<file path="src/include/mx_macros.svh">
`ifndef MX_MACROS_SVH
`define MX_MACROS_SVH

// sampling
`define MX_CLKS_PER_SAMPLE 4
`define MX_SAMPLES_PER_BIT 16
`define MX_SLICE_THRESH 14

// frame patterns, oldest bit in the msb
`define MX_PREAMBLE 8'b10101010
`define MX_SFD 8'b11010000
`define MX_PRE_THRESH 7
`define MX_SFD_THRESH 8

// timeouts in bit cells
`define MX_PRE_TIMEOUT_BITS 32
`define MX_SFD_TIMEOUT_BITS 16

`define MX_BYTE_W 8

`endif

</file>
<file path="src/hdl/mx_pkg.sv">
`include "mx_macros.svh"

package mx_pkg;

  // receiver states
  typedef enum logic [3:0] {
    IDLE,
    PREAMBLE,
    SFD,
    RECEIVE,
    EOF
  } rx_state_t;

  typedef logic [`MX_BYTE_W-1:0] byte_t;

  // sample position inside a bit cell
  typedef logic [3:0] bit_phase_t;

  // agreement count, holds 0 to 8
  typedef logic [3:0] match_sum_t;

endpackage

</file>
<file path="src/hdl/slicer_if.sv">
interface slicer_if;

  // strobe per sample, the flags are valid with it
  logic tick;
  logic one_cell;
  logic zero_cell;
  logic idle_cell;

  modport slicer (
    output tick,
    output one_cell,
    output zero_cell,
    output idle_cell
  );

  modport ctrl (
    input tick,
    input one_cell,
    input zero_cell,
    input idle_cell
  );

endinterface

</file>
<file path="src/hdl/sample_tick_gen.sv">
`include "mx_macros.svh"

module sample_tick_gen (
  input  logic clk,
  input  logic rst,
  output logic tick
);

  localparam int DIV_W = $clog2(`MX_CLKS_PER_SAMPLE);

  logic [DIV_W-1:0] div_cnt;
  logic             wrap;

  assign wrap = (div_cnt == DIV_W'(`MX_CLKS_PER_SAMPLE - 1));

  always_ff @(posedge clk)
  begin
    if (rst)
    begin
      div_cnt <= '0;
      tick    <= 1'b0;
    end
    else
    begin
      tick <= wrap;
      if (wrap)
        div_cnt <= '0;
      else
        div_cnt <= div_cnt + 1'b1;
    end
  end

  // one clk wide, never back to back
  assert property (@(posedge clk) disable iff (rst) tick |=> !tick);

endmodule

</file>
<file path="src/hdl/manchester_slicer.sv">
`include "mx_macros.svh"

module manchester_slicer (
  input  logic     clk,
  input  logic     rst,
  input  logic     rxd,
  slicer_if.slicer sif,
  input  logic     tick
);

  localparam int N     = `MX_SAMPLES_PER_BIT;
  localparam int CNT_W = $clog2(N + 1);
  // high then low, oldest sample in the msb
  localparam logic [N-1:0] ONE_TMPL = {{(N / 2){1'b1}}, {(N / 2){1'b0}}};

  logic [N-1:0]     window;
  logic [N-1:0]     window_next;
  logic [CNT_W-1:0] one_agree;
  logic [CNT_W-1:0] zero_agree;

  // window including the sample of this tick
  assign window_next = {window[N-2:0], rxd};

  // the zero template is the inverse, so its count is the complement
  always_comb
  begin
    one_agree = '0;
    for (int i = 0; i < N; i++)
      one_agree = one_agree + CNT_W'(window_next[i] == ONE_TMPL[i]);
    zero_agree = CNT_W'(N) - one_agree;
  end

  ///////////////////////////////////////////////////
  // window and registered cell flags
  ///////////////////////////////////////////////////

  always_ff @(posedge clk)
  begin
    if (rst)
    begin
      window        <= '1;
      sif.tick      <= 1'b0;
      sif.one_cell  <= 1'b0;
      sif.zero_cell <= 1'b0;
      sif.idle_cell <= 1'b0;
    end
    else
    begin
      sif.tick <= tick;
      if (tick)
      begin
        window        <= window_next;
        sif.one_cell  <= (one_agree >= CNT_W'(`MX_SLICE_THRESH));
        sif.zero_cell <= (zero_agree >= CNT_W'(`MX_SLICE_THRESH));
        sif.idle_cell <= &window_next;
      end
    end
  end

  // threshold above half, a cell cannot lean both ways
  assert property (@(posedge clk) disable iff (rst) !(sif.one_cell && sif.zero_cell));

endmodule

</file>
<file path="src/hdl/pattern_correlator.sv">
`include "mx_macros.svh"

module pattern_correlator #(
  parameter logic [7:0] PATTERN = `MX_PREAMBLE,
  parameter int         THRESH  = `MX_PRE_THRESH
) (
  input  logic clk,
  input  logic rst,
  input  logic clear,
  input  logic bit_valid,
  input  logic bit_value,
  output logic match
);

  import mx_pkg::*;

  localparam int LEN = $bits(PATTERN);

  logic [LEN-1:0] history;
  // marks history slots that hold a bit since the last clear
  logic [LEN-1:0] filled;
  match_sum_t     agree;

  always_ff @(posedge clk)
  begin
    if (bit_valid)
      history <= {history[LEN-2:0], bit_value};
  end

  always_ff @(posedge clk)
  begin
    if (rst || clear)
      filled <= '0;
    else if (bit_valid)
      filled <= {filled[LEN-2:0], 1'b1};
  end

  always_comb
  begin
    agree = '0;
    for (int i = 0; i < LEN; i++)
      agree = agree + match_sum_t'(history[i] == PATTERN[i]);
  end

  assign match = (&filled) && (agree >= match_sum_t'(THRESH));

endmodule

</file>
<file path="src/hdl/frame_controller.sv">
`include "mx_macros.svh"

module frame_controller (
  input  logic          clk,
  input  logic          rst,
  slicer_if.ctrl        sif,
  input  logic          pre_match,
  input  logic          sfd_match,
  output logic          bit_valid,
  output logic          bit_value,
  output logic          corr_clear,
  output mx_pkg::byte_t data,
  output logic          write,
  output logic          cardet,
  output logic          error
);

  import mx_pkg::*;

  // first flag from a high line comes early by the threshold slack,
  // so the phase starts late enough to decide on the cell centre
  localparam bit_phase_t LOCK_PHASE = bit_phase_t'(`MX_SLICE_THRESH);
  localparam bit_phase_t LAST_PHASE = bit_phase_t'(`MX_SAMPLES_PER_BIT - 1);
  localparam int         CELL_W     = $clog2(`MX_PRE_TIMEOUT_BITS + 1);
  localparam int         BIT_W      = $clog2(`MX_BYTE_W);

  rx_state_t         state;
  bit_phase_t        phase;
  logic [CELL_W-1:0] cell_cnt;
  logic [BIT_W-1:0]  bit_cnt;
  byte_t             shreg;
  byte_t             byte_next;
  logic              got_byte;
  logic              lock;
  logic              decide;
  logic              decided;

  assign lock    = (state == IDLE) && sif.tick && (sif.one_cell || sif.zero_cell);
  assign decide  = (state != IDLE) && sif.tick && (phase == LAST_PHASE);
  assign decided = sif.one_cell || sif.zero_cell;

  assign bit_valid  = decide && decided;
  assign bit_value  = sif.one_cell;
  assign corr_clear = lock;

  // lsb first, new bit enters at the top
  assign byte_next = {sif.one_cell, shreg[`MX_BYTE_W-1:1]};

  always_ff @(posedge clk)
  begin
    if (rst)
      phase <= '0;
    else if (lock)
      phase <= LOCK_PHASE;
    else if (sif.tick)
      phase <= phase + 1'b1;
  end

  always_ff @(posedge clk)
  begin
    if (state == RECEIVE && bit_valid)
      shreg <= byte_next;
  end

  ///////////////////////////////////////////////////
  // frame fsm
  ///////////////////////////////////////////////////

  always_ff @(posedge clk)
  begin
    if (rst)
    begin
      state    <= IDLE;
      cell_cnt <= '0;
      bit_cnt  <= '0;
      got_byte <= 1'b0;
      data     <= '0;
      write    <= 1'b0;
      cardet   <= 1'b0;
      error    <= 1'b0;
    end
    else
    begin
      write <= 1'b0;
      case (state)
        IDLE:
        begin
          if (lock)
          begin
            state    <= PREAMBLE;
            cell_cnt <= '0;
          end
        end
        PREAMBLE:
        begin
          if (pre_match)
          begin
            state    <= SFD;
            cell_cnt <= '0;
            cardet   <= 1'b1;
            error    <= 1'b0;
          end
          else if (decide)
          begin
            // no carrier, drop back without a flag
            if (cell_cnt == CELL_W'(`MX_PRE_TIMEOUT_BITS))
              state <= IDLE;
            else
              cell_cnt <= cell_cnt + 1'b1;
          end
        end
        SFD:
        begin
          if (sfd_match)
          begin
            state    <= RECEIVE;
            bit_cnt  <= '0;
            got_byte <= 1'b0;
          end
          else if (decide)
          begin
            if (cell_cnt == CELL_W'(`MX_SFD_TIMEOUT_BITS))
            begin
              state  <= IDLE;
              cardet <= 1'b0;
              error  <= 1'b1;
            end
            else
              cell_cnt <= cell_cnt + 1'b1;
          end
        end
        RECEIVE:
        begin
          if (decide)
          begin
            if (decided)
            begin
              bit_cnt <= bit_cnt + 1'b1;
              if (bit_cnt == BIT_W'(`MX_BYTE_W - 1))
              begin
                data     <= byte_next;
                write    <= 1'b1;
                got_byte <= 1'b1;
              end
            end
            // first idle cell of the end marker
            else if (sif.idle_cell && bit_cnt == '0 && got_byte)
              state <= EOF;
            else
            begin
              state  <= IDLE;
              cardet <= 1'b0;
              error  <= 1'b1;
            end
          end
        end
        EOF:
        begin
          if (decide)
          begin
            state  <= IDLE;
            cardet <= 1'b0;
            error  <= !sif.idle_cell;
          end
        end
        default:
          state <= IDLE;
      endcase
    end
  end

  // bytes only leave while a frame body is being received
  assert property (@(posedge clk) disable iff (rst) write |-> state == RECEIVE);

endmodule

</file>
<file path="src/hdl/mx_rcvr.sv">
`include "mx_macros.svh"

module mx_rcvr (
  input  logic          clk,
  input  logic          rst,
  input  logic          rxd,
  output mx_pkg::byte_t data,
  output logic          write,
  output logic          cardet,
  output logic          error
);

  logic tick;
  logic pre_match;
  logic sfd_match;
  logic bit_valid;
  logic bit_value;
  logic corr_clear;

  slicer_if sif ();

  sample_tick_gen u_tick_gen (
    .clk  (clk),
    .rst  (rst),
    .tick (tick)
  );

  manchester_slicer u_slicer (
    .clk  (clk),
    .rst  (rst),
    .rxd  (rxd),
    .sif  (sif.slicer),
    .tick (tick)
  );

  pattern_correlator #(
    .PATTERN (`MX_PREAMBLE),
    .THRESH  (`MX_PRE_THRESH)
  ) u_pre_corr (
    .clk       (clk),
    .rst       (rst),
    .clear     (corr_clear),
    .bit_valid (bit_valid),
    .bit_value (bit_value),
    .match     (pre_match)
  );

  pattern_correlator #(
    .PATTERN (`MX_SFD),
    .THRESH  (`MX_SFD_THRESH)
  ) u_sfd_corr (
    .clk       (clk),
    .rst       (rst),
    .clear     (corr_clear),
    .bit_valid (bit_valid),
    .bit_value (bit_value),
    .match     (sfd_match)
  );

  frame_controller u_ctrl (
    .clk        (clk),
    .rst        (rst),
    .sif        (sif.ctrl),
    .pre_match  (pre_match),
    .sfd_match  (sfd_match),
    .bit_valid  (bit_valid),
    .bit_value  (bit_value),
    .corr_clear (corr_clear),
    .data       (data),
    .write      (write),
    .cardet     (cardet),
    .error      (error)
  );

endmodule

</file>
<file path="config.mk">
export PLATFORM = sky130hd
export DESIGN_NAME = mx_rcvr
export DESIGN_NICKNAME = d
export VERILOG_FILES = /design/src/hdl/mx_pkg.sv /design/src/hdl/slicer_if.sv /design/src/hdl/sample_tick_gen.sv /design/src/hdl/manchester_slicer.sv /design/src/hdl/pattern_correlator.sv /design/src/hdl/frame_controller.sv /design/src/hdl/mx_rcvr.sv
export VERILOG_INCLUDE_DIRS = /design/src /design/src/include
export SDC_FILE = /design/constraint.sdc
export NUM_CORES = 1
export LEC_CHECK = 0
export ABC_AREA = 1
export BUFFER_PORTS_ARGS = -buffer_cell sky130_fd_sc_hd__buf_2
export CORE_AREA = 2 2 90 92
export CTS_CLUSTER_DIAMETER = 100
export DETAILED_ROUTE_END_ITERATION = 8
export DIE_AREA = 0 0 92 94
export GPL_ROUTABILITY_DRIVEN = 0
export PLACE_DENSITY_LB_ADDON = 0.08
export SETUP_SLACK_MARGIN = 0.3
export SYNTH_ARGS = -nofsm -noshare
export SYNTH_HDL_FRONTEND = slang
export SYNTH_SLANG_ARGS = --single-unit
</file>
<file path="constraint.sdc">
create_clock -name clk -period 8.1 [get_ports clk]
set_input_delay 0.405 -clock clk [delete_from_list [all_inputs] [get_ports clk]]
set_output_delay 0.405 -clock clk [all_outputs]
set_load 0.03 [all_outputs]
</file>
==> flow_summary.yaml, run 1 <==
yosys:
  postSynthRegisterBits: 73
  mappedNetlistArea_um2: 4130
  synthCells: 527
  synth_ff_type: "sky130_fd_sc_hd__dfxtp_1"
  ys_top_cells_by_count: "94 x sky130_fd_sc_hd__nand2_1, 84 x sky130_fd_sc_hd__inv_1, 72 x sky130_fd_sc_hd__nor2_1"
  ys.warnings.count: 0
  post_synth_num_cell_types: 34
  synth.avg_cell_area_um2: 7.84
  synth_sequential_area_ratio: 0.390
  post-synth-top-count-cell: "sky130_fd_sc_hd__nand2_1"
  netlist.top_cell.by_area: "sky130_fd_sc_hd__dfxtp_1"
  synth_edf_count: 15
  syn_nets: 569
  synth.top_cell.area_share: 0.281
  netlist_top_cells_area: "sky130_fd_sc_hd__dfxtp_1 28%, sky130_fd_sc_hd__edfxtp_1 11%, sky130_fd_sc_hd__nand2_1 8.5%"
  synth-async-reset-ratio: 0
floorplan:
  starting_density: 0.543
  fp.dieH_um: 94
  die_w_um: 92
  rows: 32
  design.die.area_um2: 8650
  floorplan.io_pins: 14
  floorplan.core_area_um2: 7610
clock_tree:
  cts_tree: "built"
  post_cts_setup_repair_buffer_count: 0
  cts.hold.buffers_added: 0
  post_cts_resized: 0
  cts-htree-levels: 3
  cts_max_path_buffers: 2
  clock_tree.root_cell: "sky130_fd_sc_hd__clkbuf_8"
  cts_buffers: 9
  clock_sinks: 73
  cts.clk_slew.worst_paths_ns: 0.09
  clkLatencyLatePin_ns: 0.36
worst_hold_path:
  worst_hold_path.num_cells: 3
  holdPathEnd: "u_slicer.window[0]"
  min_from: "rxd"
  hold_path.class: "in -> reg"
critical_path:
  critical_path.reg2reg.endpoint: "u_slicer.sif.zero_cell"
  timing.critical_path.to_type: "register"
  worstPathMaxFanout: 5
  reg_to_reg_slack_setup_ns: 3.49
  timing.critical_path.required_ns: 8.40
  setup.worst_path.start_class: "register"
  timing_worst_setup_path_type: "reg -> reg"
  arrival_ns: 4.91
  rr_worst_depth: 18
  r2r_start: "u_slicer.window[0]"
timing:
  final_period_minus_worst_setup_slack_ns: 4.61
  total_negative_slack_for_setup_checks_ns: 0
  fmax_ghz: 0.217
  worst-slew-pin-transition_ns: 0.795
  layout_worst_path_cycle_share: 0.569
  unrepaired_setup_endpoints_after_global_routing: "false"
  report.final.setup_viol: 0
  final.setup_skew_ns: 0.0116
  report.final.hold_viol_count: 0
  timing.max_slew.rel_slack: 0.469
  slew_viol_final: 0
place:
  dp_cells: 632
  hpwlAfterDp_um: 5830
  placed_area_um2: 4280
  placement.io_buffers: 13
power:
  leakage_uw: 0.00222
  power_per_cell_area_nw_per_um2: 214
  peakVddDrop_mv: 0.142
layout:
  antennaDiodeCount: 0
  finish.utilization: 0.587
  layout_overhead_on_the_synthesized_area_pct: 8.12
  post_route_cells_drive_above_1_share: 0.110
  multi_input_comb_area_um2: 2130
  final_cell_count_no_fill: 648
  final_design_area_no_fill_um2: 4470
  nets: 583
  nFillCells: 728
  seqCellArea_um2: 1610
routing:
  dr.first_iter.drc_count: 107
  drc: 0
  drt_pre_antenna_iters: 4
  via_density_per_instance: 4.94
  routed-via-count: 3203
  ant_nets: 0
  post_drt_wl_per_cell_um: 11.8
  detail_route.wirelength_um: 7670
global_routing:
  global_route.overflow_total: 0
  grt_util_all_layers: 0.199
  grt_first_pass_wirelength_um: 13700
  grt_max_degree: 29
  initial_antenna_violation_count: 0
  vias_in_the_first_global_route: 3118
job:
  timing.max_cap.violations: 0
outcome:
  run_status: "finished, final reports clean"
-- registers in the layout, indices dropped and copies added, names as in the netlist, 2 cells and up --
signal              count
u_ctrl.cell_cnt         6
u_ctrl.phase            4
u_pre_corr.filled       8
u_ctrl.shreg            7
u_ctrl.state            3
u_tick_gen.div_cnt      2
u_ctrl.data             8
u_slicer.window        15
u_ctrl.bit_cnt          3
u_pre_corr.history      7
-- how the worst max path moves through the flow --
stage | from | to | slack (ns) | depth (start not counted)
after floorplan | rxd | u_slicer.sif.zero_cell | 3.61 | 18
after global placement | rxd | u_slicer.sif.zero_cell | 3.38 | 19
after detailed placement | rxd | u_slicer.sif.zero_cell | 3.32 | 19
after CTS | u_slicer.window[0] | u_slicer.sif.zero_cell | 3.48 | 18
after global routing | u_slicer.window[0] | u_slicer.sif.zero_cell | 3.16 | 18
final | u_slicer.window[0] | u_slicer.sif.zero_cell | 3.49 | 18
-- report_power, final --
part | internal (uW) | leakage (uW) | total [uW] | switching (uW)
Sequential | 387 | 0.000605 | 406 | 19.0
Clock | 117 | 0.0000931 | 271 | 154
Combinational | 99.8 | 0.00152 | 278 | 179
-- layout by cell type (no fill, tap or decap), types with 5 or more instances in the layout --
cell type,n
sky130_fd_sc_hd__nand2_1,94
sky130_fd_sc_hd__nand2_2,5
sky130_fd_sc_hd__fa_1,17
sky130_fd_sc_hd__buf_2,13
sky130_fd_sc_hd__edfxtp_1,15
sky130_fd_sc_hd__o21ai_0,30
sky130_fd_sc_hd__clkbuf_8,9
sky130_fd_sc_hd__nand3_1,34
sky130_fd_sc_hd__a21oi_1,32
sky130_fd_sc_hd__ha_1,22
sky130_fd_sc_hd__dfxtp_1,58
sky130_fd_sc_hd__inv_1,84
sky130_fd_sc_hd__nand4_1,8
sky130_fd_sc_hd__inv_2,7
sky130_fd_sc_hd__nor2_1,72
-- layer usage --
metal | GRT usage | up-vias | wire length [um]
met5 | 0 | - | 0
met4 | 0.0821 | 0 | 133
met3 | 0.0329 | 10 | 181
met2 | 0.345 | 30 | 3700
met1 | 0.248 | 1465 | 3660
li1 | - | 1698 | -
-- area by class of cell --
class | count | share of cell area
well taps | 102 | 0.0286
clock inverters | 7 | 0.0134
flip-flops and latches | 73 | 0.361
inverters | 92 | 0.0776
multi-input cells | 352 | 0.477
repair buffers | 13 | 0.0146
clock buffers | 9 | 0.0277
-- per-stage QoR --
step	hold slack (ns)	setup slack, ns	total power [uW]
detailed placement	0.429	3.32	694
global route	0.355	3.16	1030
floorplan	0.408	3.61	644
CTS	0.315	3.48	965
global placement	0.415	3.38	686
finish	0.321	3.49	956
-- critical path: stages (launching register included) --
cell and delay (ns):
sky130_fd_sc_hd__dfxtp_1 0.36, sky130_fd_sc_hd__inv_1 0.06, sky130_fd_sc_hd__ha_1 0.29, sky130_fd_sc_hd__fa_1 0.55
sky130_fd_sc_hd__inv_1 0.06, sky130_fd_sc_hd__fa_1 0.50, sky130_fd_sc_hd__fa_1 0.54, sky130_fd_sc_hd__inv_1 0.05
sky130_fd_sc_hd__fa_1 0.45, sky130_fd_sc_hd__fa_1 0.43, sky130_fd_sc_hd__inv_1 0.08, sky130_fd_sc_hd__fa_1 0.48
sky130_fd_sc_hd__inv_1 0.09, sky130_fd_sc_hd__ha_1 0.22, sky130_fd_sc_hd__nand2_1 0.06, sky130_fd_sc_hd__nand2_1 0.05
sky130_fd_sc_hd__nor2_1 0.08, sky130_fd_sc_hd__nand3_1 0.08, sky130_fd_sc_hd__a21oi_1 0.12
-- cells by family after synthesis --
logic type      synth area share
compound gates            0.0887
fa+ha+maj                  0.149
flops                      0.390
buf+inv                   0.0939
xor+xnor                 0.00848
simple gates               0.270
(Power assumes the default switching activity.)
==> inputs of run 2 (changes only) <==
Clock period 8.1 ns to 4 ns, I/O delays scaled along.
==> flow_summary.yaml, run 2 (same netlist as run 1, synthesis figures left out) <==
clock_tree:
  clock_tree.root_cell: "sky130_fd_sc_hd__clkbuf_8"
  cts_max_path_buffers: 2
  cts.clk_slew.worst_paths_ns: 0.09
  clkLatencyLatePin_ns: 0.35
  clock_sinks: 73
  cts.hold.buffers_added: 0
  cts-htree-levels: 3
  cts_tree: "built"
  cts_buffers: 9
job:
  timing.max_cap.violations: 0
critical_path:
  r2r_start: "u_slicer.window[0]"
  timing.critical_path.required_ns: 4.29
  critical_path.reg2reg.endpoint: "u_slicer.sif.zero_cell"
  reg_to_reg_slack_setup_ns: -0.30
  worstPathMaxFanout: 3
  setup.worst_path.start_class: "register"
  timing.critical_path.to_type: "register"
  rr_worst_depth: 18
  arrival_ns: 4.59
  cp-endpoint: "u_slicer.sif.zero_cell"
  timing_worst_setup_path_type: "reg -> reg"
  startpoint: "u_slicer.window[0]"
global_routing:
  initial_antenna_violation_count: 0
  vias_in_the_first_global_route: 2988
  grt_max_degree: 29
  global_route.overflow_total: 0
  grt_first_pass_wirelength_um: 13600
  grt_util_all_layers: 0.195
timing:
  layout_worst_path_cycle_share: 1.07
  setup_ws_ns: -0.298
  slew_viol_final: 0
  final_period_minus_worst_setup_slack_ns: 4.30
  total_negative_slack_for_setup_checks_ns: -0.453
  timing.max_slew.rel_slack: 0.527
  unrepaired_setup_endpoints_after_global_routing: "true"
  final.setup_skew_ns: 0.0116
  report.final.setup_viol: 2
  fmax_ghz: 0.233
  report.final.hold_viol_count: 0
  worst-slew-pin-transition_ns: 0.709
floorplan:
  die_w_um: 92
  fp.dieH_um: 94
  starting_density: 0.543
  floorplan.io_pins: 14
  floorplan.core_area_um2: 7610
  rows: 32
  design.die.area_um2: 8650
layout:
  layout_overhead_on_the_synthesized_area_pct: 15.4
  antennaDiodeCount: 0
  most-common-layout-cells: "83 x sky130_fd_sc_hd__nand2_1, 75 x sky130_fd_sc_hd__inv_1, 67 x sky130_fd_sc_hd__nor2_1"
  post_route_cells_drive_above_1_share: 0.211
  mostFrequentLayoutCell: "sky130_fd_sc_hd__nand2_1"
  nets: 600
  largest_reg_flops: 15
  final_design_area_no_fill_um2: 4770
  layout_top_registers: "u_slicer.window: 15 flops, u_ctrl.data: 8 flops, u_pre_corr.filled: 8 flops"
  top_reg_by_flops: "u_slicer.window"
routing:
  post_drt_wl_per_cell_um: 12.2
  drt_pre_antenna_iters: 4
  routed-via-count: 3376
  drc: 0
  detail_route.wirelength_um: 8090
  dr.first_iter.drc_count: 189
  ant_nets: 0
  via_density_per_instance: 5.08
power:
  switchingPower_uw: 790
  power.internal_uw: 1300
  leakage_uw: 0.00229
  peakVddDrop_mv: 0.257
  p_clk_frac: 0.265
  seq_power_share: 0.394
  combPwrFrac: 0.342
  power_per_cell_area_nw_per_um2: 438
  p_sw_frac: 0.378
worst_hold_path:
  worst_hold_path.num_cells: 4
  hold_path.class: "in -> reg"
outcome:
  violations: "negative setup slack"
  run_status: "complete, but fails checks"
place:
  placement.io_buffers: 13
  placed_area_um2: 4370
  hpwlAfterDp_um: 5780
==> run 2: cell count changes in the layout (fill, tap and decap cells not counted), sizes merged <==
cell      before  now
clkinv         2    1
buf           13   30
clkinvlp       1    3
inv           96   95
==> run 2: how the worst min path moves through the flow <==
| stage | endpoint | slack, ns | start |
|---|---|---|---|
| after CTS | u_slicer.window[0] | 0.17 | rxd |
| after global placement | u_tick_gen.div_cnt[0] | 0.42 | u_tick_gen.div_cnt[0] |
| after global routing | u_slicer.window[0] | 0.20 | rxd |
| final | u_slicer.window[0] | 0.18 | rxd |
| after floorplan | u_slicer.window[0] | 0.33 | rxd |
| after detailed placement | u_tick_gen.div_cnt[0] | 0.42 | u_tick_gen.div_cnt[0] |
==> run 2: timing repair <==
action,CTS,global route
setup buffers,1,6
gates resized for setup,6,40
setup endpoints to repair,13,13
pin swaps,5,28
==> run 2: through the flow <==
step	hold WS (ns)	total power, uW	utilization	instances	worst slack, ns
after floorplan	0.326	1300	-	527	-0.205
after global placement	0.416	1420	0.575	642	-0.267
after detailed placement	0.421	1440	0.575	642	-0.336
after CTS	0.171	2020	0.604	659	-0.296
after global routing	0.202	2230	0.627	665	-0.522
final	0.181	2090	0.627	665	-0.298
==> run 2: power by group through the flow <==
stage / clock (uW) / combinational [uW] / sequential, uW
floorplan: 0 / 468 / 834
global placement: 0 / 583 / 836
detailed placement: 0 / 604 / 836
CTS: 569 / 634 / 820
global route: 601 / 804 / 827
finish: 553 / 713 / 821
==> run 2: layer usage <==
metal  global-route usage  vias up  part of all wire
met5                    0        -                 0
met4               0.0634        0             0.013
met3               0.0337        9             0.024
met2                0.316       44              0.47
met1                0.268     1592              0.50
li1                     -     1731                 -
==> run 2: layout make-up <==
cell class              count  area (um2)
clock buffers               9         124
clock inverters             7        62.6
fillers                   662        2840
inverters                  92         347
multi-input cells         352        2290
flip-flops and latches     73        1610
well taps                 102         128
repair buffers             30         200
==> run 2: critical path: stages, from the launching register on <==
cell and delay (ns):
sky130_fd_sc_hd__dfxtp_2 0.34, sky130_fd_sc_hd__inv_2 0.04, sky130_fd_sc_hd__ha_4 0.20, sky130_fd_sc_hd__fa_1 0.49, sky130_fd_sc_hd__inv_1 0.05, sky130_fd_sc_hd__fa_1 0.45, sky130_fd_sc_hd__fa_1 0.53, sky130_fd_sc_hd__inv_2 0.04
sky130_fd_sc_hd__fa_1 0.49, sky130_fd_sc_hd__fa_2 0.37, sky130_fd_sc_hd__inv_2 0.06, sky130_fd_sc_hd__fa_1 0.44, sky130_fd_sc_hd__inv_1 0.08, sky130_fd_sc_hd__ha_1 0.22, sky130_fd_sc_hd__nand2_1 0.06, sky130_fd_sc_hd__nand2_1 0.05
sky130_fd_sc_hd__nor2_1 0.10, sky130_fd_sc_hd__nand3_1 0.09, sky130_fd_sc_hd__a21oi_2 0.13
